[src/hw/mipsIsaPkg.sv]
package mipsIsaPkg;

	// datapath and register index widths
	localparam int wordW = 32;
	localparam int regAddrW = 5;

	// instruction field widths
	localparam int opcodeW = 6;
	localparam int functW = 6;
	localparam int immW = 16;
	localparam int jumpIdxW = 26;

	// low bit of each register field in the word
	localparam int rsLsb = 21;
	localparam int rtLsb = 16;
	localparam int rdLsb = 11;

	// primary opcodes of the supported subset
	typedef enum logic [opcodeW-1:0] {
		opRtype = 6'h00,
		opJ     = 6'h02,
		opJal   = 6'h03,
		opBeq   = 6'h04,
		opBne   = 6'h05,
		opLw    = 6'h23,
		opSw    = 6'h2b
	} opcodeE;

	// funct field for R format
	typedef enum logic [functW-1:0] {
		fnAdd = 6'h20,
		fnSub = 6'h22,
		fnAnd = 6'h24,
		fnOr  = 6'h25,
		fnSlt = 6'h2a
	} functE;

endpackage
[src/hw/dataMem.sv]
`timescale 1ns/1ps

module dataMem #(
	parameter int dataMemWords = 64
) (
	input  logic                           CLK,
	input  logic [mipsIsaPkg::wordW-1:0]   addr,
	input  logic                           wrEn,
	input  logic [mipsIsaPkg::wordW-1:0]   wrData,
	output logic [mipsIsaPkg::wordW-1:0]   rdData
);

	localparam int idxW = $clog2(dataMemWords);

	logic [mipsIsaPkg::wordW-1:0] mem [dataMemWords];
	logic [idxW-1:0]              wordIdx;

	// byte address to word index, wrapping at the depth
	assign wordIdx = idxW'((addr >> 2) % dataMemWords);

	always_ff @(posedge CLK) begin
		if (wrEn)
			mem[wordIdx] <= wrData;
	end

	assign rdData = mem[wordIdx];

	// only whole aligned words are stored
	alignedStore: assert property (@(posedge CLK) wrEn |-> (addr[1:0] == 2'b00));

endmodule

[config.mk]
export PLATFORM = sky130hd
export DESIGN_NAME = dataMem
export DESIGN_NICKNAME = d
export VERILOG_FILES = /design/src/hw/mipsIsaPkg.sv /design/src/hw/dataMem.sv
export SDC_FILE = /design/constraint.sdc
export NUM_CORES = 2
export LEC_CHECK = 0
export BUFFER_PORTS_ARGS = -buffer_cell sky130_fd_sc_hd__buf_4
export CAP_MARGIN = 20
export CORE_ASPECT_RATIO = 0.8
export CORE_UTILIZATION = 34
export DETAILED_ROUTE_END_ITERATION = 6
export PLACE_DENSITY = 0.55
export SETUP_SLACK_MARGIN = 0.05
export SYNTH_ARGS = -nofsm -noshare
export SYNTH_HDL_FRONTEND = slang
export SYNTH_SLANG_ARGS = --single-unit
export TNS_END_PERCENT = 20
[constraint.sdc]
create_clock -name CLK -period 3.5 [get_ports CLK]
set_clock_uncertainty 0.05 [all_clocks]
set_input_delay 0.35 -clock CLK [delete_from_list [all_inputs] [get_ports CLK]]
set_output_delay 0.35 -clock CLK [all_outputs]
set_load 0.05 [all_outputs]
==> impl_metrics.csv <==
group,metric,value,unit
run_status,outcome,"finished, violations left",
run_status,violations,"negative setup slack",
detailed_routing,detail_route.wl_per_cell,29.48,um
sta,rsz0062_at_grt,"yes",
cells_and_area,syn_to_final_growth,19.51,%
pwr,leakagePower,30.26,nW
placement,place_congestion,0.8381,
detailed_routing,drc,0,
detailed_routing,dr.pass1.iters,6,
synthesis,synth.area.top_cells,"edfxtp_1 (79%), mux2i_1 (3.3%), mux4_2 (2.8%)",
sta,min_period,3.875,ns
clocking,htree_levels,4,
grt,track_usage,19.47,%
placement,hpwl,140300,um
detailed_routing,drt_iter0_markers,5234,
setup_path,cp.required,3.10,ns
detailed_routing,via_per_inst,5.596,
cells_and_area,fillers,20150,
setup_path,worstPathArrival,3.48,ns
sta,fin_crit_sh,110.7,%
floorplanning,coreArea,228900,um2
worst_hold_path,hold_path_class,"in -> reg",
run,maxCapViolations,0,
setup_path,worstPathMaxFanout,1,
synthesis,yosysWarningCount,0,
sta,layout_setup_ws,-0.3752,ns
sta,setup_viol,15,
clocking,clk_root_buffer_cell,"clkbuf_16",
cells_and_area,drive_above_1_share,25.52,%
grt,grt_pass1_vias,41990,
floorplanning,start_util,34.21,%
grt,grt_pass1_wl,323000,um
synthesis,ys_types,55,
floorplanning,die_h,431.2,um
cells_and_area,regMostFlops,"mem",
grt,antenna_found_initial,13,
clocking,cts_tree,"built",
detailed_routing,drt-total-wl,231200,um
cells_and_area,stdcell_count,7843,
floorplanning,io_pins,98,
synthesis,syn_area,78290,um2
setup_path,critPathLaunchType,"flop",
floorplanning,fp.dieW,538.5,um
synthesis,synth_common_cells,"edfxtp_1 (2048), mux2i_1 (259), a22oi_1 (188), a221oi_1 (175), clkbuf_1 (168)",
clocking,cts_setup_buffers,0,
synthesis,syn_area_per_cell,18.61,um2
pwr,power,50.76,mW
cells_and_area,reg_top3,"mem x2048",
synthesis,synthFlopType,"edfxtp_1",
setup_path,end_kind,"output pin",
sta,slew_headroom,38.85,%
synthesis,yosysMostFrequentCell,"edfxtp_1",
pwr,peakVddDrop,0.4428,mV
synthesis,synth_top_area_share,78.56,%
synthesis,synth_seq_cells,2048,
detailed_routing,via_count,43890,
grt,grt_max_degree,83,
cells_and_area,largest_reg_flops,2048,
sta,tightest_slew,0.9154,ns
cells_and_area,regArea,61500,um2
synthesis,synth_nets,4273,
cells_and_area,multi_input_area,16670,um2
clocking,cts.sinks,2048,
sta,slew_viol_final,0,
floorplanning,dieArea,232200,um2
grt,grt.overflow.total,0,
floorplanning,num_rows,157,
synthesis,syn_inst,4207,
sta,hold_viol_final,0,
synthesis,synth_seq_area_share,78.56,%
setup_path,crit_type,"reg -> out",
synthesis,synth-edff-count,2048,
clocking,path_clk_slew,0.06,ns
detailed_routing,postRouteAntennaNets,0,
placement,dpl.cell_count,7510,
synthesis,async_reset_ff_share,0,%
synthesis,yosys.area.top_type,"edfxtp_1",
placement,io_buffers,71,
clocking,cts_buffers,198,
pwr,p_per_area,542.6,nW/um2
clocking,clock_path_buffers,4,
sta,max_freq,258.1,MHz
cells_and_area,nets,4755,
layer usage:
| layer | track usage, % | part of all wire (%) | vias up |
|---|---|---|---|
| li1 | - | - | 18510 |
| met1 | 28.55 | 44 | 23160 |
| met2 | 28.21 | 43 | 1946 |
| met5 | 0.2474 | 0.050 | - |
| met4 | 3.846 | 1.7 | 8 |
| met3 | 6.154 | 11 | 264 |
through the flow:
stage	hold WS (ns)	worst slack, ns	TNS (ns)	area (um2)	utilization, %
global placement	0.8688	-0.4558	-6.679	86920	37.98
floorplan	0.3989	-0.1387	-273.37	78290	-
detailed placement	0.8774	-0.4319	-6.877	86920	37.98
global route	0.02567	-0.4572	-5.655	93560	40.88
finish	0.03878	-0.3752	-4.141	93560	40.88
CTS	0.001961	-0.4033	-6.903	93060	40.66
repair_timing:
item	in CTS	in global routing
hold buffers	1	0
endpoints found under the hold margin	5	0
endpoints found under the setup margin	32	32
pin swaps	16	13
resized for setup	78	88
path summary, 6_finish.rpt:
path | endpoint | startpoint | slack (ns) | depth (start not counted)
hold / removal | mem[46][12] | wrData[12] | 0.04 | 1
setup / recovery | rdData[5] | mem[29][5] | -0.38 | 8
final cells by class:
cell class	instances	share of cell area (%)
inverter	2	0.01605
multi-input combinational	1859	17.81
clock inverter	82	0.6486
tap	3021	4.040
sequential	2048	65.73
clock buffer	249	5.568
antenna	2	0.005349
timing repair buffer	580	6.180
cells by family after synthesis:
family,Yosys count,synth area share [%]
mux,502,8.188
simple gates,424,2.829
buf+inv,300,1.696
compound gates,933,8.733
flops,2048,78.56
power breakdown:
group | total, mW | internal, mW | switching (mW)
registers | 27.2 | 27.2 | 0.0348
logic | 3.62 | 1.29 | 2.33
clock network | 20.0 | 11.1 | 8.86
total | 50.8 | 39.5 | 11.2
cells in the final DEF (no fill, tap or decap), types with 16 or more instances in the layout:
| cell | Yosys | routed |
|---|---|---|
| clkinv_1 | 0 | 49 |
| buf_12 | 3 | 95 |
| buf_4 | 8 | 444 |
| a31oi_1 | 43 | 36 |
| mux4_2 | 96 | 96 |
| a221oi_1 | 175 | 172 |
| nor2_4 | 0 | 67 |
| o21ai_0 | 84 | 80 |
| clkinv_2 | 0 | 19 |
| clkbuf_16 | 0 | 201 |
| a22o_1 | 66 | 66 |
| nand2_1 | 28 | 26 |
| o22ai_1 | 93 | 93 |
| and3_1 | 85 | 85 |
| edfxtp_1 | 2048 | 2048 |
| clkbuf_1 | 168 | 48 |
| a22oi_1 | 188 | 187 |
| a21oi_1 | 121 | 121 |
| mux2_2 | 147 | 147 |
| buf_6 | 2 | 27 |
| nor2_1 | 145 | 75 |
| a222oi_1 | 16 | 16 |
| nand3_1 | 54 | 48 |
| o22a_1 | 70 | 70 |
| mux2i_1 | 259 | 250 |
worst max-delay path, stage by stage (launching register included):
cell      delay [ns]
edfxtp_1        0.37
mux4_2          0.49
mux2i_1         0.20
buf_4           0.16
nor2_1          0.03
or4b_1          0.49
buf_6           0.19
or4_4           0.55
buf_8           0.18
(Power assumes the default switching activity.)
