===== src/hw/mipsIsaPkg.sv =====
package mipsIsaPkg;

	// datapath and register index widths
	localparam int wordW = 32;
	localparam int regAddrW = 5;

	// instruction field widths
	localparam int opcodeW = 6;
	localparam int functW = 6;
	localparam int immW = 16;
	localparam int jumpIdxW = 26;

	// low bit of each register field in the word
	localparam int rsLsb = 21;
	localparam int rtLsb = 16;
	localparam int rdLsb = 11;

	// primary opcodes of the supported subset
	typedef enum logic [opcodeW-1:0] {
		opRtype = 6'h00,
		opJ     = 6'h02,
		opJal   = 6'h03,
		opBeq   = 6'h04,
		opBne   = 6'h05,
		opLw    = 6'h23,
		opSw    = 6'h2b
	} opcodeE;

	// funct field for R format
	typedef enum logic [functW-1:0] {
		fnAdd = 6'h20,
		fnSub = 6'h22,
		fnAnd = 6'h24,
		fnOr  = 6'h25,
		fnSlt = 6'h2a
	} functE;

endpackage

===== src/hw/regFile.sv =====
`timescale 1ns/1ps

module regFile (
	input  logic                              CLK,
	input  logic                              rstN,
	input  logic [mipsIsaPkg::regAddrW-1:0]   rdAddrA,
	input  logic [mipsIsaPkg::regAddrW-1:0]   rdAddrB,
	output logic [mipsIsaPkg::wordW-1:0]      rdDataA,
	output logic [mipsIsaPkg::wordW-1:0]      rdDataB,
	input  logic                              wrEn,
	input  logic [mipsIsaPkg::regAddrW-1:0]   wrAddr,
	input  logic [mipsIsaPkg::wordW-1:0]      wrData
);

	localparam int numRegs = 1 << mipsIsaPkg::regAddrW;

	logic [mipsIsaPkg::wordW-1:0] regs [numRegs];

	always_ff @(posedge CLK) begin
		if (!rstN) begin
			for (int i = 0; i < numRegs; i++)
				regs[i] <= '0;
		end else if (wrEn && (wrAddr != '0)) begin
			regs[wrAddr] <= wrData;
		end
	end

	// r0 reads zero; a same-cycle write is passed straight through
	assign rdDataA = (rdAddrA == '0) ? '0
		: (wrEn && (wrAddr == rdAddrA)) ? wrData
		: regs[rdAddrA];

	assign rdDataB = (rdAddrB == '0) ? '0
		: (wrEn && (wrAddr == rdAddrB)) ? wrData
		: regs[rdAddrB];

endmodule


===== config.mk =====
export PLATFORM = sky130hd
export DESIGN_NAME = regFile
export DESIGN_NICKNAME = d
export VERILOG_FILES = /design/src/hw/mipsIsaPkg.sv /design/src/hw/regFile.sv
export SDC_FILE = /design/constraint.sdc
export NUM_CORES = 2
export LEC_CHECK = 0
export CAP_MARGIN = 20
export CORE_MARGIN = 8
export CORE_UTILIZATION = 37
export CTS_BUF_LIST = sky130_fd_sc_hd__clkbuf_16
export DETAILED_ROUTE_END_ITERATION = 16
export DONT_BUFFER_PORTS = 1
export SLEW_MARGIN = 20
export SYNTH_ARGS = -nofsm -noshare
export SYNTH_HDL_FRONTEND = slang
export SYNTH_SLANG_ARGS = --single-unit
export TNS_END_PERCENT = 10

===== constraint.sdc =====
create_clock -name CLK -period 10.3 [get_ports CLK]
set_input_delay 2.06 -clock CLK [delete_from_list [all_inputs] [get_ports CLK]]
set_output_delay 2.06 -clock CLK [all_outputs]
set_load 0.05 [all_outputs]

==> metrics.txt <==
Hold Buf Count CTS=0; area grow syn2layout=10.11%; cell accounting for the most synthesized area=edfxtp_1; final setup vio count=0; Tcrit/Tclk final=a little under three quarters; die extent in x=between 400 and 500 um; HP Start=wrData[5]; pre-CTS WS=~3.0 ns; Final Total Pwr=~0.01 W; drt drc=0; number of CTS-inserted buffers=roughly 110; vias in the first global route=~34000; Clock Pin Slew Worst Setup and Hold Paths=roughly 0.07 ns; Worst Path Arrival=approximately 5.3 ns; status=finished, violations left; Top reg by flops=regs; top flop regs=regs (1024); Fmax=between 100 and 150 MHz; RePlAce Congestion=approximately 0.91; drt initial violations=just under 5000; global-route wire length before repair=approximately 260 mm; failing checks=slew limit; die area=roughly 160000 sq um; H-Tree Depth=3; Largest register FFs=about 1000; Max-slew headroom=-15.82%; Synth Warn #=0; core area=approximately 150000 sq um; worst slew pin tran=1.737 ns; CTS resizes=0; CP Capture Type=output port; vias after detailed routing=about 35000; FF/Latch Area=30750 sq um; Critical Path RT=8.24 ns; Clock Path Buffers=3; Setup Fix Bufs, Post-CTS=0; layout net count=roughly 3600; Cells after Synth=between 3000 and 4000; Main synth FF type=edfxtp_1; P_leak=slightly above 20 nW; Filler cells=13310; hold path depth=1; clk root buf=clkbuf_16; Yosys reg bits=1024; Yosys cell types=about 50; WHS=roughly 1.5 ns; syn avg cell area=14.61 sq um; Final Slew Violations=between 60 and 70; I/O pin count=~110; area of the multi-input gates=22910 sq um; final hold violation count=0; Post-synth EDFFs=1024; Mapped Area=roughly 55000 sq um; First-pass DRT Iterations=5; pin count of the biggest net entering global routing=between 300 and 400; initial antenna violation count=7; Final ANT Viol Nets=0; Avg WL per Cell=~34 um; Async SR Flop Fraction=0%; detailed placement HPWL=113.3 mm; kind of critical path=primary input to output port; Worst Hold Class=primary input to flip-flop; CP max stage delay=approximately 0.8 ns; Overall Global Routing Usage=between 20% and 30%; Critical Path Start Type=primary input; row cnt=141; worst vdd ir=~0.13 mV; worst hold path endpoint=regs[4][5]; Routed WL=about 190 mm; Core Util, Final=around 41%; Initial Util=between 30% and 40%; clock sink total=1024; Final WS setup=2.907 ns; total congestion overflow=0; leading cell types by total area after synthesis=edfxtp_1 56%, mux4_2 16%, and2_1 11%; CTS tree=yes; maxcap violations=0; die extent in y=400.5 um; share of cells above drive strength 1=~20%; Via-to-Cell Ratio=approximately 6.2; I/O Buffers=0; critical path cell sequence=or3b_4 > buf_4 > o22ai_1 > a2111oi_1 > a21oi_1 > a22o_1; Worst path slowest cell=or3b_4; Power Density=approximately 170 nW/um^2; setup repair after global routing missed its margin=no; Tmin final=~7.4 ns; Crit Path Max Fanout=around 140; setup TNS=0 ns; sequential share of the synthesized area=between 50% and 60%; area share of the largest cell type after synthesis=between 50 and 60%
## metrics by stage
| step | cell area [sq um] | instances |
|---|---|---|
| 2_1_floorplan | 54820 | 3775 |
| 3_3_place_gp | 56730 | 5374 |
| 3_5_place_dp | 56770 | 5376 |
| 4_1_cts | 60210 | 5578 |
| 5_1_grt | 60220 | 5579 |
| 6_report | 60230 | 5582 |
## where the power goes
group | internal [W] | total [W] | switching, W
clock | 0.00216 | 0.00388 | 0.00172
combinational | 0.000455 | 0.00116 | 0.000702
sequential | 0.00482 | 0.00493 | 0.000113
## how the worst max path moves through the flow
stage	startpoint	to	slack [ns]	cells past startpoint
floorplan	rdAddrA[0]	rdDataA[10]	4.05	9
global placement	rdAddrB[1]	rdDataB[9]	2.74	6
detailed placement	rdAddrB[1]	rdDataB[9]	2.98	6
CTS	rdAddrB[1]	rdDataB[9]	2.99	6
global route	rdAddrB[1]	rdDataB[9]	2.95	6
finish	rdAddrB[1]	rdDataB[9]	2.91	6
## kinds of logic (layout without fill, tap and decap cells)
kind of cell / after synthesis / in the layout / share of synthesized area [%]
buffers and inverters: 421 / 295 / 3.271
other: 1 / 35 / 0.006856
AO/OA/AOI/OAI: 500 / 500 / 6.739
multiplexers: 674 / 674 / 21.22
XOR/XNOR: 10 / 10 / 0.1601
AND/OR/NAND/NOR: 1114 / 1114 / 12.39
flip-flops: 1024 / 1024 / 56.22
## worst max-delay path, delay by kind of cell
family	cells	cell delay, ns
AO/OA/AOI/OAI	4	1.71
buffers and inverters	1	0.47
AND/OR/NAND/NOR	1	0.82
## placed cells by master, fill, tap and decap left out, types with 11 or more instances in the layout
cell	count
conb_1	32
clkinv_1	30
clkinv_2	22
edfxtp_1	1024
mux2i_1	281
a21oi_1	78
inv_1	25
o221ai_1	42
o221a_2	18
nor2_4	26
a221o_1	13
clkbuf_16	108
a2111oi_0	18
nand2_1	36
o21ai_4	31
a22oi_1	133
a22o_1	55
nand3_1	11
mux4_2	388
and2_1	993
buf_4	87
o22ai_1	41
## area by class of cell
cell class / count / share of cell area [%]
Timing Repair Buffer: 90 / 1.161
Clock inverter: 94 / 1.213
Inverter: 3 / 0.01870
Tap cell: 1930 / 4.009
Multi-Input combinational cell: 2330 / 38.04
Clock buffer: 108 / 4.487
Sequential cell: 1024 / 51.06
Antenna cell: 3 / 0.01246
## synthesized netlist by cell type, drive strengths merged, types with 3 or more instances
cell / number
a31oi: 7
nor2: 43
o221a: 18
buf: 114
o211ai: 10
o22ai: 41
a211oi: 7
mux2: 5
xnor2: 10
a22oi: 133
a221oi: 4
o21ai: 40
o22a: 3
nor2b: 5
a2111oi: 24
mux4: 388
mux2i: 281
o2111ai: 3
clkbuf: 304
and2: 996
nand4: 3
o221ai: 42
nor3: 3
a32oi: 9
a21oi: 78
nand3: 11
or3b: 3
nand3b: 4
a221o: 13
a22o: 55
nand2: 36
inv: 3
o31ai: 4
edfxtp: 1024
o32ai: 4
## routing by layer
metal | vias to the layer above | part of all wire, % | track usage [%] | wire length (um)
met2 | 2037 | 45 | 34.68 | 85280
met1 | 18260 | 39 | 30.32 | 74180
li1 | 14130 | - | - | -
met5 | - | 0 | 0 | 0
met4 | 0 | 4.5 | 9.001 | 8611
met3 | 366 | 12 | 7.091 | 22200
No activity file was read; power rests on OpenSTA's default activity.
