==> config.mk <==
export PLATFORM = sky130hd
export DESIGN_NAME = instrDecode
export DESIGN_NICKNAME = d
export VERILOG_FILES = /design/src/hw/pipeCtrlPkg.sv /design/src/hw/mipsIsaPkg.sv /design/src/hw/instrDecode.sv
export SDC_FILE = /design/constraint.sdc
export NUM_CORES = 1
export LEC_CHECK = 0
export BUFFER_PORTS_ARGS = -buffer_cell sky130_fd_sc_hd__clkbuf_2
export CAP_MARGIN = 20
export CELL_PAD_IN_SITES_DETAIL_PLACEMENT = 1
export CELL_PAD_IN_SITES_GLOBAL_PLACEMENT = 1
export CORE_MARGIN = 4
export CORE_UTILIZATION = 24
export DETAILED_ROUTE_END_ITERATION = 10
export PLACE_DENSITY_LB_ADDON = 0.1
export REMOVE_ABC_BUFFERS = 1
export SETUP_SLACK_MARGIN = 0.15
export SLEW_MARGIN = 10
export SYNTH_ARGS = -nofsm -noshare
export SYNTH_HDL_FRONTEND = slang
export SYNTH_SLANG_ARGS = --single-unit
==> constraint.sdc <==
create_clock -name vclk -period 2.11
set_input_delay 0.1055 -clock vclk [all_inputs]
set_output_delay 0.1055 -clock vclk [all_outputs]
set_load 0.01 [all_outputs]
==> src/hw/pipeCtrlPkg.sv <==
package pipeCtrlPkg;

	// operation selected for the execute ALU
	typedef enum logic [2:0] {
		aluAdd = 3'd0,
		aluSub = 3'd1,
		aluAnd = 3'd2,
		aluOr  = 3'd3,
		aluSlt = 3'd4
	} aluOpE;

	// reason for the current stall, highest priority first
	typedef enum logic [2:0] {
		hzNone          = 3'd0,
		// R format in execute feeds a branch in decode
		hzBranchAlu     = 3'd1,
		// load in execute feeds a branch
		hzBranchLoadEx  = 3'd2,
		// load in memory feeds a branch
		hzBranchLoadMem = 3'd3,
		// load in execute feeds an ALU or address operand
		hzLoadUseEx     = 3'd4,
		// load in memory feeds an ALU or address operand
		hzLoadUseMem    = 3'd5
	} hazardCauseE;

endpackage

==> src/hw/mipsIsaPkg.sv <==
package mipsIsaPkg;

	// datapath and register index widths
	localparam int wordW = 32;
	localparam int regAddrW = 5;

	// instruction field widths
	localparam int opcodeW = 6;
	localparam int functW = 6;
	localparam int immW = 16;
	localparam int jumpIdxW = 26;

	// low bit of each register field in the word
	localparam int rsLsb = 21;
	localparam int rtLsb = 16;
	localparam int rdLsb = 11;

	// primary opcodes of the supported subset
	typedef enum logic [opcodeW-1:0] {
		opRtype = 6'h00,
		opJ     = 6'h02,
		opJal   = 6'h03,
		opBeq   = 6'h04,
		opBne   = 6'h05,
		opLw    = 6'h23,
		opSw    = 6'h2b
	} opcodeE;

	// funct field for R format
	typedef enum logic [functW-1:0] {
		fnAdd = 6'h20,
		fnSub = 6'h22,
		fnAnd = 6'h24,
		fnOr  = 6'h25,
		fnSlt = 6'h2a
	} functE;

endpackage
==> src/hw/instrDecode.sv <==
`timescale 1ns/1ps

module instrDecode (
	input  logic [mipsIsaPkg::wordW-1:0]      instr,
	input  logic [mipsIsaPkg::wordW-1:0]      pcPlus4,
	input  logic [mipsIsaPkg::wordW-1:0]      rsData,
	input  logic [mipsIsaPkg::wordW-1:0]      rtData,
	output mipsIsaPkg::opcodeE                opcode,
	output logic [mipsIsaPkg::regAddrW-1:0]   rsAddr,
	output logic [mipsIsaPkg::regAddrW-1:0]   rtAddr,
	output logic [mipsIsaPkg::regAddrW-1:0]   dstReg,
	output logic                              regWrite,
	output logic                              memRead,
	output logic                              memWrite,
	output logic                              aluSrcImm,
	output pipeCtrlPkg::aluOpE                aluOp,
	output logic [mipsIsaPkg::wordW-1:0]      imm,
	output logic                              branchTaken,
	output logic                              jumpTaken,
	output logic [mipsIsaPkg::wordW-1:0]      targetPc
);

	logic [mipsIsaPkg::opcodeW-1:0]  opField;
	logic [mipsIsaPkg::functW-1:0]   fnField;
	logic [mipsIsaPkg::regAddrW-1:0] rdField;

	assign opField = instr[mipsIsaPkg::wordW-1 -: mipsIsaPkg::opcodeW];
	assign fnField = instr[mipsIsaPkg::functW-1:0];
	assign rdField = instr[mipsIsaPkg::rdLsb +: mipsIsaPkg::regAddrW];

	// sign extended offset, shared by lw/sw and branches
	assign imm = {{(mipsIsaPkg::wordW - mipsIsaPkg::immW){instr[mipsIsaPkg::immW-1]}},
		instr[mipsIsaPkg::immW-1:0]};

	// jump keeps the upper nibble of pc+4; branch is relative to pc+4
	assign targetPc = jumpTaken
		? {pcPlus4[31:28], instr[mipsIsaPkg::jumpIdxW-1:0], 2'b00}
		: pcPlus4 + {imm[mipsIsaPkg::wordW-3:0], 2'b00};

	always_comb begin
		// defaults describe a nop
		opcode      = mipsIsaPkg::opRtype;
		rsAddr      = instr[mipsIsaPkg::rsLsb +: mipsIsaPkg::regAddrW];
		rtAddr      = instr[mipsIsaPkg::rtLsb +: mipsIsaPkg::regAddrW];
		dstReg      = '0;
		regWrite    = 1'b0;
		memRead     = 1'b0;
		memWrite    = 1'b0;
		aluSrcImm   = 1'b0;
		aluOp       = pipeCtrlPkg::aluAdd;
		branchTaken = 1'b0;
		jumpTaken   = 1'b0;
		case (opField)
			mipsIsaPkg::opRtype: begin
				dstReg = rdField;
				// unknown funct (including the all-zero nop) writes nothing
				regWrite = 1'b1;
				case (fnField)
					mipsIsaPkg::fnAdd: aluOp = pipeCtrlPkg::aluAdd;
					mipsIsaPkg::fnSub: aluOp = pipeCtrlPkg::aluSub;
					mipsIsaPkg::fnAnd: aluOp = pipeCtrlPkg::aluAnd;
					mipsIsaPkg::fnOr:  aluOp = pipeCtrlPkg::aluOr;
					mipsIsaPkg::fnSlt: aluOp = pipeCtrlPkg::aluSlt;
					default:           regWrite = 1'b0;
				endcase
			end
			mipsIsaPkg::opLw: begin
				opcode    = mipsIsaPkg::opLw;
				dstReg    = rtAddr;
				regWrite  = 1'b1;
				memRead   = 1'b1;
				aluSrcImm = 1'b1;
			end
			mipsIsaPkg::opSw: begin
				opcode    = mipsIsaPkg::opSw;
				memWrite  = 1'b1;
				aluSrcImm = 1'b1;
			end
			mipsIsaPkg::opBeq: begin
				opcode      = mipsIsaPkg::opBeq;
				branchTaken = (rsData == rtData);
			end
			mipsIsaPkg::opBne: begin
				opcode      = mipsIsaPkg::opBne;
				branchTaken = (rsData != rtData);
			end
			mipsIsaPkg::opJ, mipsIsaPkg::opJal: begin
				// jal behaves as j, r31 is not written
				opcode    = (opField == mipsIsaPkg::opJal) ? mipsIsaPkg::opJal : mipsIsaPkg::opJ;
				jumpTaken = 1'b1;
				rsAddr    = '0;
				rtAddr    = '0;
			end
			default: begin
				// unsupported opcode, no sources so no false stalls
				rsAddr = '0;
				rtAddr = '0;
			end
		endcase
	end

	// a single instruction cannot both load and store
	always_comb begin
		memAccessExclusive: assert final (!(memRead && memWrite))
			else $error("lw and sw decoded together for %h", instr);
	end

endmodule

==> run_results.csv, run 1 <==
group,metric,value,unit
outcome,status,"finished with violations",
outcome,violations,"negative setup slack",
drt,antenna_left,0,
layout,finalNonFillerCells,812,
layout,layout_commonest_cell,"clkbuf_2",
clock_tree,holdBufCountCts,0,
power,leakage,0.00263,uW
drt,vias,3874,
drt,drc,0,
timing,timing.final.ws_setup,-0.398,ns
critical_path,critPathKind,"in2out",
critical_path,crit_chain,"buf_8 -> ha_4 -> fa_2 -> a21o_1 -> a21oi_2 -> nor3_2 -> nor3_1 -> buf_4 -> o31ai_4 -> a211oi_2 -> buf_4 -> o31ai_2 -> xnor2_1 -> a21oi_1 -> buf_2",
timing,setup-tns-final,-4.23,ns
global_routing,grt-ovfl-total,0,
layout,num_antenna_cells,0,
floorplanning,die_area,13200,um^2
timing,hold_ws,0.455,ns
yosys,ys_warn_count,0,
yosys,syn_area,2740,um^2
global_routing,grt_pass1_wl,20900,um
floorplanning,rows,38,
layout,nNetsFinal,832,
power,cellPowerDensity,301,nW/um^2
place,dp_cells,795,
timing,report.final.setup_viol,19,
drt,viasPerCell,4.77,
floorplanning,ios,222,
drt,first_pass_iters,4,
critical_path,cp-end-kind,"output pin",
yosys,ys_seq_area_share,0,%
place,place_ws,-0.661,ns
timing,finalCritPeriodShare,119,%
drt,met3_length,729,um
drt,routed.top_layer,"met4",
power,ir_drop,0.000116,V
global_routing,track_usage,19.2,%
drt,drtIter0Drc,81,
floorplanning,die_y,115,um
place,io_buffers,221,
drt,drt-met1-wl,5430,um
floorplanning,fp.dieW,115,um
hold_path,hp-class,"in2out",
floorplanning,core_area,11000,um^2
place,dp_hpwl,11300,um
critical_path,worst_path_most_repeated_cell,"buf_4",
critical_path,critPathLaunch,"pcPlus4[2]",
layout,final_cell_mix,"clkbuf_2 (198), buf_4 (97), xor2_1 (40)",
timing,max_freq,399,MHz
critical_path,required,2.00,ns
layout,drive_gt1_share,59.2,%
critical_path,arrival,2.40,ns
power,finalPower,1510,uW
critical_path,slowest_stage,"fa_2",
layout,clock_buffers,0,
yosys,syn_inst,392,
global_routing,grt_max_degree,31,
timing,maxSlewViolCount,0,
layout,seq_cell_count,0,
timing,period_minus_slack,2.51,ns
timing,hold_viol,0,
layout,syn2layout_area_growth,83.2,%
floorplanning,start_util,24.9,%
drt,wl,13300,um
yosys,syn_area_per_cell,6.98,um^2
place,gp_congestion,0.850,
global_routing,antenna_found_initial,0,
critical_path,crit_path_end,"targetPc[30]",
global_routing,first_global_vias,4271,
critical_path,cpPeakStageDelay,0.34,ns
job,drv_cap,0,
critical_path,cp_max_fo,3,
drt,dr_wl_met2,6930,um
timing,rsz0062_at_grt,"true",
critical_path,startpoint_type,"primary input",
drt,avgRoutedWirePerCell,16.3,um
layout,ff_latch_area,0,um^2
yosys,synth_cell_types,60,
==> how the worst min path moves through the flow <==
stage / cells after the start / endpoint / slack [ns] / from
after global routing: 2 / imm[1] / 0.46 / instr[1]
after global placement: 2 / imm[10] / 0.44 / instr[10]
after floorplan: 0 / imm[0] / 0.21 / instr[0]
after CTS: 2 / imm[1] / 0.46 / instr[1]
final: 2 / imm[1] / 0.45 / instr[1]
after detailed placement: 2 / imm[10] / 0.45 / instr[10]
==> critical path: cells and delay by family <==
family | cells | cell delay [ns]
AND/OR/NAND/NOR | 2 | 0.20
buffers and inverters | 4 | 0.59
AO/OA/AOI/OAI | 6 | 0.87
XOR/XNOR | 1 | 0.14
adder cells (fa/ha/maj) | 2 | 0.50
==> power breakdown <==
part | internal [uW] | switching, uW
clock | 0 | 0
combinational | 770 | 742
sequential | 0 | 0
==> layer usage <==
layer  vias up  track usage (%)
met5         -                0
met4         0             1.80
met3        17             1.63
met1      1797             23.2
met2       126             37.8
li1       1934                -
==> stage by stage <==
stage,util (%),cell area [um^2]
3_5_place_dp,39.7,4360
6_report,45.7,5010
5_1_grt,45.7,5010
3_3_place_gp,39.7,4360
4_1_cts,44.4,4880
2_1_floorplan,-,2420
==> area by class of cell <==
type                            instances  area, um^2
Fill cell                            1457        5970
Inverter                               12        48.8
Multi-Input combinational cell        335        2810
Tap cell                              140         175
Timing Repair Buffer                  325        1980
==> Yosys cell counts (2+ instances only) <==
cell	number	area, um^2
nor2_1	32	120
o21bai_1	4	30.0
a21o_1	15	113
nor4_1	9	56.3
a31oi_1	3	18.8
clkbuf_2	2	10.0
a22o_1	6	52.6
inv_1	11	41.3
xor2_1	42	368
a21oi_2	2	17.5
nor3_1	6	30.0
buf_4	36	270
or3_1	3	18.8
o211ai_1	3	22.5
nand3b_1	3	22.5
clkbuf_1	5	18.8
a21oi_1	41	205
a211oi_1	3	22.5
nand2_2	2	12.5
ha_1	29	363
o31ai_1	2	15.0
o21ai_0	13	65.1
nor2b_1	2	12.5
mux2i_1	2	20.0
and3_1	2	12.5
nand4_1	8	50.1
nand2_1	28	105
xnor2_1	17	149
o21ai_1	7	35.0
and2_1	16	100
o21a_1	4	30.0
a211o_1	2	17.5
nand3_1	3	15.0
o31ai_2	2	25.0
nand4_2	2	25.0
==> logic make-up (layout without fill, tap and decap cells) <==
logic type | Yosys count | count (layout) | synth area share, %
xor+xnor | 59 | 59 | 18.9
buf+inv | 57 | 337 | 13.1
other cells | 1 | 1 | 0.137
fa+ha+maj | 30 | 30 | 14.0
simple gates | 125 | 125 | 24.0
compound gates | 118 | 118 | 29.2
mux | 2 | 2 | 0.731
==> what timing repair did <==
item	4_1_cts	5_1_grt
buffers inserted	13	4
gates resized for setup	67	43
pin swaps	52	28
setup endpoints to repair	22	37
(Power assumes the default switching activity.)
==> run 2, diff against run 1 <==
--- a/config.mk
+++ b/config.mk
@@ -5,6 +5,7 @@
 export SDC_FILE = /design/constraint.sdc
 export NUM_CORES = 1
 export LEC_CHECK = 0
+export ABC_CLOCK_PERIOD_IN_PS = 2110
 export BUFFER_PORTS_ARGS = -buffer_cell sky130_fd_sc_hd__clkbuf_2
 export CAP_MARGIN = 20
 export CELL_PAD_IN_SITES_DETAIL_PLACEMENT = 1
@@ -12,6 +13,8 @@
 export CORE_MARGIN = 4
 export CORE_UTILIZATION = 24
 export DETAILED_ROUTE_END_ITERATION = 10
+export GPL_TIMING_DRIVEN = 0
+export MAX_ROUTING_LAYER = met4
 export PLACE_DENSITY_LB_ADDON = 0.1
 export REMOVE_ABC_BUFFERS = 1
 export SETUP_SLACK_MARGIN = 0.15
==> run 2 against run 1 <==
  * Routed wire length down 6.6%
  * Global-route usage down 1.1 points
  * Critical path type unchanged
  * The run still ends with negative setup slack left
  * Critical path depth down 2
  * Fmax down 2.7%
  * Critical endpoint is now targetPc[14]
  * Total power down 8.7%
  * First-iteration DRC count down 8.6%
==> run_results.csv, run 2 (synthesis results as in run 1) <==
group,metric,value,unit
drt,antenna_left,0,
critical_path,required,2.00,ns
drt,viasPerCell,4.89,
layout,n_fill_cell,1422,
drt,drc,0,
layout,multi_input_area,2830,um^2
critical_path,startpoint_type,"primary input",
layout,finalNonFillerCells,745,
place,io_buffers,221,
place,dp_hpwl,10000,um
power,intPower,671,uW
power,p_clk_share,0,%
layout,syn2layout_area_growth,65.1,%
timing,hold_viol,0,
layout,num_antenna_cells,0,
hold_path,hold_path_end,"imm[3]",
timing,maxSlewViolCount,0,
timing,report.final.setup_viol,20,
floorplanning,ios,222,
timing,timing.final.ws_setup,-0.466,ns
critical_path,arrival,2.47,ns
layout,post-route-util,41.2,%
floorplanning,start_util,24.9,%
layout,layout_commonest_cell,"clkbuf_2",
layout,ff_latch_area,0,um^2
place,gp_congestion,0.856,
floorplanning,die_y,115,um
power,comb_power_share,100.0,%
floorplanning,fp.dieW,115,um
hold_path,hp-class,"in2out",
drt,vias,3641,
floorplanning,die_area,13200,um^2
power,leakage,0.00232,uW
job,drv_cap,0,
layout,drive_gt1_share,54.5,%
layout,nNetsFinal,765,
global_routing,grt_max_degree,47,
power,swShare,51.3,%
place,place_ws,-1.03,ns
global_routing,antenna_found_initial,0,
timing,period_minus_slack,2.58,ns
floorplanning,rows,38,
floorplanning,core_area,11000,um^2
critical_path,cp-end-kind,"output pin",
layout,fin_area,4520,um^2
layout,seq_cell_count,0,
hold_path,min_from,"instr[3]",
global_routing,track_usage,18.1,%
drt,drtIter0Drc,74,
place,dp_cells,708,
global_routing,grt-ovfl-total,0,
drt,wl,12400,um
timing,rsz0062_at_grt,"true",
power,switchingPower,708,uW
global_routing,grt_pass1_wl,19100,um
hold_path,hold_depth,2,
power,ir_drop,0.000115,V
power,p_seq_share,0,%
place,place_area,3710,um^2
critical_path,cp_max_fo,3,
critical_path,critPathKind,"in2out",
global_routing,first_global_vias,3806,
drt,first_pass_iters,4,
layout,clock_buffers,0,
layout,final_cell_mix,"clkbuf_2 (197), xor2_1 (40), a21oi_1 (36)",
timing,finalCritPeriodShare,122,%
timing,max_freq,388,MHz
drt,avgRoutedWirePerCell,16.6,um
outcome,violations,"negative setup slack",
power,cellPowerDensity,305,nW/um^2
outcome,status,"finished with violations",
==> run 2: through the flow <==
stage | power [uW] | hold WS (ns) | setup TNS [ns]
floorplan | 622 | 0.211 | -1.78
global placement | 1090 | 0.436 | -18.74
detailed placement | 1100 | 0.439 | -19.76
CTS | 1260 | 0.445 | -4.28
global route | 1520 | 0.445 | -7.92
finish | 1380 | 0.433 | -5.16
==> run 2: repair_timing <==
item	4_1_cts	5_1_grt
setup buffers	21	15
hold buffers	0	0
hold endpoints to repair	0	0
endpoints found under the setup margin	48	41
pin swaps	33	30
cloned	0	1
gates resized for setup	57	59
==> run 2: how the worst max path moves through the flow <==
| stage | slack, ns | startpoint | to |
|---|---|---|---|
| finish | -0.47 | instr[0] | targetPc[14] |
| CTS | -0.40 | instr[0] | targetPc[14] |
| global route | -0.58 | instr[0] | targetPc[14] |
| global placement | -0.98 | instr[15] | targetPc[31] |
| detailed placement | -1.03 | instr[0] | targetPc[26] |
| floorplan | -0.33 | instr[0] | targetPc[26] |
==> run 2: layout make-up <==
| cell class | count | share of cell area, % |
|---|---|---|
| Inverter | 12 | 1.02 |
| Timing Repair Buffer | 258 | 32.6 |
| Tap cell | 140 | 3.87 |
| Multi-Input combinational cell | 335 | 62.5 |
==> run 2: power by group through the flow <==
stage | registers, uW | logic (uW) | clock network, uW
after detailed placement | 0 | 1100 | 0
final | 0 | 1380 | 0
after CTS | 0 | 1260 | 0
after global routing | 0 | 1520 | 0
after floorplan | 0 | 622 | 0
after global placement | 0 | 1090 | 0
==> run 2: layer usage <==
| metal | track usage [%] | vias up | wire, um |
|---|---|---|---|
| met5 | - | - | 0 |
| met1 | 23.4 | 1717 | 5410 |
| met4 | 0.469 | 0 | 19 |
| met2 | 32.8 | 118 | 6320 |
| li1 | - | 1804 | - |
| met3 | 1.00 | 2 | 650 |
==> run 2: critical path: stages <==
cell and delay (ns):
clkbuf_16 0.12, ha_4 0.16, fa_2 0.37, a21o_1 0.19, a21oi_4 0.21, o21ai_2 0.08, a21oi_2 0.17, o31ai_1 0.09
a21oi_1 0.23, o21bai_1 0.13, a211o_1 0.27, a22o_1 0.19, clkbuf_2 0.13
