===== src/hw/pipeCtrlPkg.sv =====
package pipeCtrlPkg;

	// operation selected for the execute ALU
	typedef enum logic [2:0] {
		aluAdd = 3'd0,
		aluSub = 3'd1,
		aluAnd = 3'd2,
		aluOr  = 3'd3,
		aluSlt = 3'd4
	} aluOpE;

	// reason for the current stall, highest priority first
	typedef enum logic [2:0] {
		hzNone          = 3'd0,
		// R format in execute feeds a branch in decode
		hzBranchAlu     = 3'd1,
		// load in execute feeds a branch
		hzBranchLoadEx  = 3'd2,
		// load in memory feeds a branch
		hzBranchLoadMem = 3'd3,
		// load in execute feeds an ALU or address operand
		hzLoadUseEx     = 3'd4,
		// load in memory feeds an ALU or address operand
		hzLoadUseMem    = 3'd5
	} hazardCauseE;

endpackage


===== src/hw/mipsIsaPkg.sv =====
package mipsIsaPkg;

	// datapath and register index widths
	localparam int wordW = 32;
	localparam int regAddrW = 5;

	// instruction field widths
	localparam int opcodeW = 6;
	localparam int functW = 6;
	localparam int immW = 16;
	localparam int jumpIdxW = 26;

	// low bit of each register field in the word
	localparam int rsLsb = 21;
	localparam int rtLsb = 16;
	localparam int rdLsb = 11;

	// primary opcodes of the supported subset
	typedef enum logic [opcodeW-1:0] {
		opRtype = 6'h00,
		opJ     = 6'h02,
		opJal   = 6'h03,
		opBeq   = 6'h04,
		opBne   = 6'h05,
		opLw    = 6'h23,
		opSw    = 6'h2b
	} opcodeE;

	// funct field for R format
	typedef enum logic [functW-1:0] {
		fnAdd = 6'h20,
		fnSub = 6'h22,
		fnAnd = 6'h24,
		fnOr  = 6'h25,
		fnSlt = 6'h2a
	} functE;

endpackage

===== src/hw/hazardDetect.sv =====
`timescale 1ns/1ps

module hazardDetect (
	input  logic                              CLK,
	input  logic                              rstN,
	input  mipsIsaPkg::opcodeE                idOpcode,
	input  logic [mipsIsaPkg::regAddrW-1:0]   idRs,
	input  logic [mipsIsaPkg::regAddrW-1:0]   idRt,
	input  mipsIsaPkg::opcodeE                exOpcode,
	input  logic                              exRegWrite,
	input  logic [mipsIsaPkg::regAddrW-1:0]   exDst,
	input  mipsIsaPkg::opcodeE                memOpcode,
	input  logic                              memRegWrite,
	input  logic [mipsIsaPkg::regAddrW-1:0]   memDst,
	input  logic                              branchTaken,
	input  logic                              jumpTaken,
	output logic                              pcWrite,
	output logic                              ifIdWrite,
	output logic                              idExBubble,
	output logic                              ifFlush,
	output pipeCtrlPkg::hazardCauseE          hazardCause
);

	// instruction classes in decode
	logic idBranch, idRtype, idMem;
	// producers further down the pipe that write a nonzero register
	logic exAlu, exLoad, memLoad;
	// individual hazard conditions
	logic brAlu, brLoadEx, brLoadMem, useLoadEx, useLoadMem;
	logic stall;

	assign idBranch = (idOpcode == mipsIsaPkg::opBeq) || (idOpcode == mipsIsaPkg::opBne);
	assign idRtype  = (idOpcode == mipsIsaPkg::opRtype);
	assign idMem    = (idOpcode == mipsIsaPkg::opLw) || (idOpcode == mipsIsaPkg::opSw);

	assign exAlu   = exRegWrite && (exOpcode == mipsIsaPkg::opRtype) && (exDst != '0);
	assign exLoad  = exRegWrite && (exOpcode == mipsIsaPkg::opLw) && (exDst != '0);
	assign memLoad = memRegWrite && (memOpcode == mipsIsaPkg::opLw) && (memDst != '0);

	// branch compares in decode, so both sources must be final
	assign brAlu     = idBranch && exAlu && ((exDst == idRs) || (exDst == idRt));
	assign brLoadEx  = idBranch && exLoad && ((exDst == idRs) || (exDst == idRt));
	assign brLoadMem = idBranch && memLoad && ((memDst == idRs) || (memDst == idRt));

	// loads are never forwarded; wait until the load sits in write-back
	// lw and sw only depend on the base register
	assign useLoadEx  = (idRtype && exLoad && ((exDst == idRs) || (exDst == idRt)))
		|| (idMem && exLoad && (exDst == idRs));
	assign useLoadMem = (idRtype && memLoad && ((memDst == idRs) || (memDst == idRt)))
		|| (idMem && memLoad && (memDst == idRs));

	assign stall = brAlu || brLoadEx || brLoadMem || useLoadEx || useLoadMem;

	// hold PC and IF/ID, push a nop into execute
	assign pcWrite    = !stall;
	assign ifIdWrite  = !stall;
	assign idExBubble = stall;
	// a stalled branch has stale operands, so no flush yet
	assign ifFlush    = !stall && (branchTaken || jumpTaken);

	always_comb begin
		if (brAlu)
			hazardCause = pipeCtrlPkg::hzBranchAlu;
		else if (brLoadEx)
			hazardCause = pipeCtrlPkg::hzBranchLoadEx;
		else if (brLoadMem)
			hazardCause = pipeCtrlPkg::hzBranchLoadMem;
		else if (useLoadEx)
			hazardCause = pipeCtrlPkg::hzLoadUseEx;
		else if (useLoadMem)
			hazardCause = pipeCtrlPkg::hzLoadUseMem;
		else
			hazardCause = pipeCtrlPkg::hzNone;
	end

	// a flushed slot decodes as a nop with no sources and cannot stall
	flushThenNoBubble: assert property (@(posedge CLK) disable iff (!rstN)
		ifFlush |=> !idExBubble);

	// one bubble moves the load from execute to memory while decode still waits
	loadStallAdvances: assert property (@(posedge CLK) disable iff (!rstN)
		(hazardCause == pipeCtrlPkg::hzLoadUseEx)
			|=> (hazardCause == pipeCtrlPkg::hzLoadUseMem));

endmodule


===== config.mk =====
export PLATFORM = sky130hd
export DESIGN_NAME = hazardDetect
export DESIGN_NICKNAME = d
export VERILOG_FILES = /design/src/hw/pipeCtrlPkg.sv /design/src/hw/mipsIsaPkg.sv /design/src/hw/hazardDetect.sv
export SDC_FILE = /design/constraint.sdc
export NUM_CORES = 1
export LEC_CHECK = 0
export ABC_AREA = 0
export BUFFER_PORTS_ARGS = -buffer_cell sky130_fd_sc_hd__buf_4
export CELL_PAD_IN_SITES_DETAIL_PLACEMENT = 0
export CELL_PAD_IN_SITES_GLOBAL_PLACEMENT = 1
export CORE_UTILIZATION = 26
export DETAILED_ROUTE_END_ITERATION = 12
export PLACE_DENSITY = 0.95
export SLEW_MARGIN = 5
export SYNTH_ARGS = -nofsm -noshare
export SYNTH_HDL_FRONTEND = slang
export SYNTH_SLANG_ARGS = --single-unit

===== constraint.sdc =====
create_clock -name vclk -period 1.55
set_input_delay 0.0775 -clock vclk [all_inputs]
set_output_delay 0.0775 -clock vclk [all_outputs]
set_load 0.03 [all_outputs]

==> run_results.csv, run 1 <==
group,metric,value,unit
global_route,overflow,0,
job,maxCapViolations,0,
timing,fin_ws,-235,ps
outcome,status,"finished, violations left",
synth,syn_area,573,sq um
power_and_ir_drop,peakVddDrop,0.0984,mV
layout,final_nets,189,
timing,hold_viol_final,0,
timing,period_needed,1790,ps
drt,drc,0,
placed_design,port_buffers,49,
floorplan,io_pins,51,
placed_design,dp_hpwl,1.72,mm
timing,fin_hold_ws,560,ps
synth,synth_fa_ha_area_frac,0,
floorplan,rows,16,
drt,antenna_left,0,
layout,drive_above_1_share,0.587,
floorplan,core,2020,sq um
layout,post-route-util,0.593,
drt,drt_iter0_drc,9,
floorplan,fp.dieH,48.9,um
timing,slew_headroom,0.805,
setup_path,required,1470,ps
power_and_ir_drop,p_leak,0.512,nW
drt,drt_pass1_iterations,4,
floorplan,die_w,48.9,um
synth,synth_xor_area_frac,0.306,
synth,synth-compound-area-share,0.175,
setup_path,startpoint_type,"primary input",
power_and_ir_drop,power.density,208,nW/um^2
power_and_ir_drop,power.total,0.000249,W
timing,fin_crit_sh,1.15,
timing,finalSetupTns,-1370,ps
outcome,violations,"negative setup slack",
layout,clkbuf_count,0,
synth,synth_nets,120,
drt,avgRoutedWirePerCell,12.1,um
layout,num_antenna_cells,0,
setup_path,crit_type,"in -> out",
global_route,grt_max_degree,5,
layout,syn2layout_area_growth,109,%
setup_path,worstSetupEndpointType,"output pin",
timing,worstMarginPinSlew,290,ps
drt,drt_wl_total,2.06,mm
setup_path,critPathArrivalTime,1710,ps
timing,rsz0062_at_grt,"yes",
placed_design,dp_worst_setup_slack,-281,ps
placed_design,gp_congestion,0.861,
global_route,grt_pass1_vias,819,
synth,ys_types,35,
synth,seq_area_frac_synth,0,
global_route,grt_pass1_wl,3.47,mm
synth,synthCells,76,
synth,synth.avg_cell_area,7.54,sq um
timing,drv_slew,0,
hold_path,holdPathStages,4,
layout,final_cell_mix,"buf_4 (62), xor2_1 (14), nor2_1 (6), xnor2_1 (6), buf_6 (6)",
global_route,antenna_found_initial,0,
floorplan,dieArea,2400,sq um
synth,synth-simple-area-share,0.461,
drt,via_per_inst,4.81,
synth,synth_top_family_by_area,"simple AND/OR/NAND/NOR gates",
drt,vias,817,
hold_path,hold_path.class,"in -> out",
layout,seq_cell_count,0,
layout,fill_cells,187,
synth,synth.mux.area_fraction,0.0393,
timing,max_freq,560,MHz
layout,regArea,0,sq um
global_route,grtUsageTotal,0.175,
timing,final-setup-viol-count,7,
floorplan,start_util,0.283,
layout,final_common_cell,"buf_4",
setup_path,cp_max_fo,4,
synth,ys_warn_count,0,
## cells in the mapped netlist (all sizes together), types with 2 or more instances
cell type | count | area, sq um
or2 | 2 | 12.5
a2111oi | 2 | 30.0
mux2 | 2 | 22.5
nand4 | 5 | 31.3
nor2 | 6 | 22.5
nand2 | 5 | 18.8
xor2 | 14 | 123
nor2b | 2 | 12.5
xnor2 | 6 | 52.6
nor3 | 6 | 30.0
nor4 | 3 | 37.5
## layout make-up
cell class / count / area, sq um / area share
inverter: 1 / 3.75 / 0.00313
multi-input combinational: 74 / 629 / 0.525
tap: 27 / 33.8 / 0.0282
timing repair buffer: 68 / 533 / 0.444
## cells by family after synthesis
logic type                count (synthesis)
and+or+nand+nor                          41
AOI/OAI and AO/OA                        11
buffers and inverters                     2
xor gates and xnor gates                 20
muxes                                     2
## metrics by stage
stage                     cells  cell area [sq um]
after floorplan              76                601
after global placement      168               1120
after detailed placement    168               1120
after CTS                   169               1180
after global routing        170               1200
final                       170               1200
## critical path, cell delays in order
cell	delay, ps
buf_6	90
or4b_4	570
buf_6	150
a2111oi_4	320
o21a_2	250
or3b_1	140
buf_6	130
## path summary, 6_finish.rpt
kind	start	end	slack, ps
hold / removal	idOpcode[4]	hazardCause[2]	560
setup / recovery	exOpcode[3]	idExBubble	-240
## routing by layer
layer / share of wire / track usage / vias to the layer above
met1: 0.40 / 0.222 / 364
li1: - / - / 419
met3: 0.069 / 0.0187 / 0
met5: 0 / 0 / -
met2: 0.53 / 0.331 / 34
met4: 0 / 0 / 0
## where the power goes
part	internal, W	switching, W	total (W)
registers	0	0	0
logic	0.000145	0.000104	0.000249
clock network	0	0	0
total	0.000145	0.000104	0.000249
## what timing repair did
action / CTS / global route
setup buffers: 1 / 1
setup endpoints to repair: 7 / 7
resized for setup: 10 / 3
hold buffers: 0 / 0
pin swaps: 8 / 3
Note: power is estimated with default switching activity, not from simulation.
==> run 2, diff against run 1 <==
--- a/config.mk
+++ b/config.mk
@@ -11,7 +11,7 @@
 export CELL_PAD_IN_SITES_GLOBAL_PLACEMENT = 1
 export CORE_UTILIZATION = 26
 export DETAILED_ROUTE_END_ITERATION = 12
-export PLACE_DENSITY = 0.95
+export PLACE_DENSITY = 0.87
 export SLEW_MARGIN = 5
 export SYNTH_ARGS = -nofsm -noshare
 export SYNTH_HDL_FRONTEND = slang
==> run 2 against run 1 <==
Net effect: the run still ends with negative setup slack left; design area increased by 2.8%; sequential share of layout area did not move; critical path type unchanged; first-iteration DRC count is 78% higher; maximum frequency grew 2.8%; largest cell class unchanged.
==> run_results.csv, run 2 (same netlist as run 1, synthesis figures left out) <==
group,metric,value,unit
outcome,status,"finished, violations left",
outcome,violations,"negative setup slack",
drt,drc,0,
hold_path,hp-start,"idOpcode[4]",
timing,max_freq,576,MHz
layout,num_antenna_cells,0,
floorplan,die_w,48.9,um
power_and_ir_drop,p_sw,0.000111,W
floorplan,start_util,0.283,
drt,avgRoutedWirePerCell,12.3,um
power_and_ir_drop,p_sw_frac,0.420,
timing,finalSetupTns,-1030,ps
hold_path,hold_path.class,"in -> out",
job,maxCapViolations,0,
timing,final-setup-viol-count,7,
setup_path,critPathTopFamily,"simple AND/OR/NAND/NOR gates",
power_and_ir_drop,peakVddDrop,0.0979,mV
power_and_ir_drop,pwr-share-clk,0,
setup_path,cp_slowest_cell,"or4b_4",
setup_path,cp_slowest_stage_delay,540,ps
placed_design,dp_hpwl,1.81,mm
timing,fin_crit_sh,1.12,
timing,worstMarginPinSlew,288,ps
layout,regArea,0,sq um
global_route,grt_pass1_wl,3.64,mm
layout,seq_cell_count,0,
setup_path,worstSetupEndpointType,"output pin",
layout,final_cell_mix,"buf_4 (65), xor2_1 (14), nor2_1 (6), xnor2_1 (6), buf_6 (6)",
setup_path,critPathArrivalTime,1660,ps
timing,period_needed,1740,ps
drt,drt_pass1_iterations,4,
floorplan,fp.dieH,48.9,um
power_and_ir_drop,p_leak,0.530,nW
timing,hold_viol_final,0,
floorplan,rows,16,
placed_design,port_buffers,49,
clock_tree,hold_buffers,0,
power_and_ir_drop,internal_power,0.000153,W
timing,drv_slew,0,
placed_design,gp_congestion,0.832,
setup_path,path_buf_inv,3,
setup_path,crit_type,"in -> out",
global_route,grtUsageTotal,0.184,
drt,antenna_left,0,
drt,vias,843,
setup_path,required,1470,ps
drt,drt_wl_total,2.13,mm
setup_path,startpoint_type,"primary input",
global_route,grt_pass1_vias,876,
layout,clkbuf_count,0,
layout,syn2layout_area_growth,115,%
timing,fin_ws,-186,ps
global_route,grt_max_degree,5,
global_route,overflow,0,
setup_path,cp_cell_sequence,"buf_6, or4b_4, buf_6, a2111oi_4, o21a_2, or3b_1, buf_6",
power_and_ir_drop,seq_power_share,0,
layout,final_nets,192,
hold_path,hold_end,"hazardCause[2]",
hold_path,holdPathStages,4,
timing,slew_headroom,0.807,
floorplan,dieArea,2400,sq um
layout,drive_above_1_share,0.610,
timing,rsz0062_at_grt,"yes",
drt,via_per_inst,4.87,
drt,drt_iter0_drc,16,
setup_path,cp_max_fo,4,
layout,fill_cells,184,
power_and_ir_drop,combPwrFrac,1.000,
floorplan,io_pins,51,
setup_path,crit_top_cell,"buf_6",
placed_design,dp_worst_setup_slack,-253,ps
layout,final_common_cell,"buf_4",
power_and_ir_drop,power.density,214,nW/um^2
global_route,antenna_found_initial,0,
floorplan,core,2020,sq um
## run 2: repair_timing
action,CTS,global route
pin swaps,7,3
resized for setup,13,2
setup buffers,1,1
endpoints found under the setup margin,7,7
hold endpoints to repair,0,0
## run 2: metrics by stage
stage | total power [W] | util | area, sq um | std cells | hold WS, ps
floorplan | 0.0000827 | - | 601 | 76 | 194
global placement | 0.000240 | 0.566 | 1140 | 171 | 562
detailed placement | 0.000244 | 0.566 | 1140 | 171 | 563
CTS | 0.000255 | 0.600 | 1210 | 172 | 563
global route | 0.000285 | 0.610 | 1230 | 173 | 583
finish | 0.000264 | 0.610 | 1230 | 173 | 564
## run 2: worst max-delay path by stage
stage | start | to | slack [ps] | depth (start not counted)
after CTS | idRt[3] | hazardCause[2] | -210 | 7
final | exOpcode[3] | idExBubble | -190 | 7
after floorplan | exOpcode[3] | hazardCause[2] | -100 | 5
after global routing | idRt[2] | hazardCause[2] | -270 | 7
after global placement | exOpcode[3] | hazardCause[2] | -220 | 7
after detailed placement | exOpcode[3] | hazardCause[2] | -250 | 7
## run 2: cell type report
| class | instances | area, sq um | area share |
|---|---|---|---|
| inverter | 1 | 3.75 | 0.00304 |
| timing repair buffer | 71 | 556 | 0.450 |
| multi-input combinational | 74 | 641 | 0.519 |
| tap | 27 | 33.8 | 0.0274 |
## run 2: power groups by stage
stage | registers [W] | clock network (W) | logic (W)
2_1_floorplan | 0 | 0 | 0.0000827
3_3_place_gp | 0 | 0 | 0.000240
3_5_place_dp | 0 | 0 | 0.000244
4_1_cts | 0 | 0 | 0.000255
5_1_grt | 0 | 0 | 0.000285
6_report | 0 | 0 | 0.000264
## run 2: routing by layer
layer	global-route usage	share of wire	routed length [um]	vias up
li1	-	-	-	426
met1	0.207	0.41	872	385
met2	0.394	0.54	1160	32
met3	0.00312	0.047	100	0
met4	0	0	0	0
met5	0	0	0	-
==> run 3, diff against run 2 <==
--- a/config.mk
+++ b/config.mk
@@ -5,13 +5,13 @@
 export SDC_FILE = /design/constraint.sdc
 export NUM_CORES = 1
 export LEC_CHECK = 0
-export ABC_AREA = 0
+export ABC_AREA = 1
 export BUFFER_PORTS_ARGS = -buffer_cell sky130_fd_sc_hd__buf_4
 export CELL_PAD_IN_SITES_DETAIL_PLACEMENT = 0
 export CELL_PAD_IN_SITES_GLOBAL_PLACEMENT = 1
-export CORE_UTILIZATION = 26
+export CORE_UTILIZATION = 25
 export DETAILED_ROUTE_END_ITERATION = 12
-export PLACE_DENSITY = 0.87
+export PLACE_DENSITY = 0.86
 export SLEW_MARGIN = 5
 export SYNTH_ARGS = -nofsm -noshare
 export SYNTH_HDL_FRONTEND = slang
==> run 3 against run 2 <==
Net effect: first-iteration DRC count fell by 50%; critical endpoint is now ifFlush; via count rose by 10%; clock-buffer cell count did not move; the run now ends clean; die area rose by 22%; critical path type unchanged.
==> run_results.csv, run 3 <==
group,metric,value,unit
job,maxCapViolations,0,
synth,synthCells,143,
layout,clkbuf_count,0,
setup_path,required,1470,ps
timing,fin_crit_sh,0.868,
timing,final-setup-viol-count,0,
clock_tree,post-cts-setup-buffer-count,0,
timing,worstMarginPinSlew,264,ps
setup_path,cp_max_fo,5,
synth,synth_top_area_frac,0.288,
drt,vias,928,
placed_design,dp_hpwl,1.69,mm
power_and_ir_drop,p_leak,0.646,nW
layout,final_common_cell,"nand2_1",
synth,synth_top_cell_by_area,"nand2_1",
drt,drt_iter0_drc,8,
layout,fill_cells,291,
layout,syn2layout_area_growth,58.7,%
timing,rsz0062_at_grt,"no",
placed_design,port_buffers,49,
floorplan,dieArea,2920,sq um
outcome,status,"complete, no violations",
layout,drive_above_1_share,0.387,
synth,ys_warn_count,0,
layout,final_nets,237,
setup_path,critPathLaunch,"exDst[0]",
synth,ys_types,22,
global_route,overflow,0,
placed_design,placed_area,1080,sq um
layout,regArea,0,sq um
floorplan,start_util,0.269,
power_and_ir_drop,peakVddDrop,0.0923,mV
drt,drc,0,
timing,max_freq,743,MHz
placed_design,gp_congestion,0.793,
setup_path,endpoint,"ifFlush",
clock_tree,hold_buffers,0,
setup_path,critPathArrivalTime,1270,ps
global_route,grt_max_degree,6,
hold_path,hp-start,"branchTaken",
timing,drv_slew,0,
layout,final_area,1080,sq um
drt,avgRoutedWirePerCell,8.24,um
clock_tree,post_cts_resized,0,
global_route,antenna_found_initial,0,
synth,seq_area_frac_synth,0,
setup_path,worstSetupEndpointType,"output pin",
power_and_ir_drop,power.density,193,nW/um^2
timing,finalSetupTns,0,ps
synth,syn_area,678,sq um
synth,netlist_top_cells_count,"nand2_1 (52), inv_1 (23), nor2_1 (22)",
layout,final_cell_mix,"nand2_1 (52), buf_4 (49), inv_1 (23)",
global_route,grtUsageTotal,0.122,
synth,synthTopCellsByArea,"nand2_1 (29%), inv_1 (13%), nor2_1 (12%), nand3_2 (5.9%), xnor2_1 (5.2%)",
layout,num_antenna_cells,0,
drt,antenna_left,0,
floorplan,io_pins,51,
drt,via_per_inst,4.20,
floorplan,die_w,54.1,um
timing,hold_viol_final,0,
setup_path,startpoint_type,"primary input",
drt,drt_wl_total,1.82,mm
floorplan,core,2520,sq um
timing,period_needed,1350,ps
global_route,grt_pass1_wl,2.72,mm
synth,synth_nets,187,
drt,drt_pass1_iterations,4,
floorplan,fp.dieH,54.1,um
layout,seq_cell_count,0,
timing,slew_headroom,0.822,
synth,synth.avg_cell_area,4.74,sq um
setup_path,crit_type,"in -> out",
synth,synth.most_common_cell,"nand2_1",
floorplan,rows,18,
global_route,grt_pass1_vias,754,
hold_path,hold_path.class,"in -> out",
==> run 3: cell types whose count changed in the layout (fill, tap and decap cells not counted), sizes merged, moves of 5 or more <==
cell / delta
inv: +28
buf: -22
nand3: +7
nor2: +23
nor3: -5
nand2: +53
xor2: -13
==> run 3: cell type report <==
cell class | instances | area [sq um] | share of cell area
Inverter | 29 | 109 | 0.101
Timing Repair Buffer | 49 | 368 | 0.342
Tap cell | 30 | 37.5 | 0.0349
Multi-Input combinational cell | 113 | 562 | 0.522
==> run 3: worst min path at each step <==
stage          slack [ps]       to  depth (start not counted)
2_1_floorplan         350  ifFlush                          2
3_3_place_gp          500  ifFlush                          4
3_5_place_dp          510  ifFlush                          4
4_1_cts               510  ifFlush                          4
5_1_grt               560  ifFlush                          4
6_report              510  ifFlush                          4
==> run 3: per-layer routing <==
metal | vias up | track usage | wire length (um)
li1 | 522 | - | -
met1 | 376 | 0.136 | 757
met2 | 26 | 0.253 | 956
met3 | 4 | 0 | 83
met4 | 0 | 0.0214 | 24
met5 | - | 0 | 0
==> run 3: cells by family (layout without fill, tap and decap cells) <==
kind of cell	count (synthesis)	in the layout	synth area share
AO/OA/AOI/OAI	4	4	0.0406
XOR/XNOR	5	5	0.0646
buffers and inverters	30	78	0.172
AND/OR/NAND/NOR	104	104	0.723
==> run 3: worst max-delay path: stages <==
cell     delay (ps)
buf_4           130
nor2_1          120
nand4_1         170
nand2_2         150
nor2_4           40
nand2_2          60
o21ai_1          60
nor2_2          120
nand2_2         100
nor2_2           80
buf_4           160
==> run 3: power breakdown <==
group	internal [W]	leakage, nW	total, W	switching, W
logic	0.000111	0.646	0.000207	0.0000969
registers	0	0	0	0
clock network	0	0	0	0
total	0.000111	0.646	0.000207	0.0000969
==> run 3: per-stage QoR <==
step,total power [W],utilization,setup slack [ps],cells,hold slack (ps)
2_1_floorplan,0.0000914,-,238,143,349
3_3_place_gp,0.000204,0.427,228,221,504
3_5_place_dp,0.000209,0.427,181,221,513
4_1_cts,0.000210,0.427,181,221,514
5_1_grt,0.000232,0.427,22.4,221,557
6_report,0.000207,0.427,204,221,510
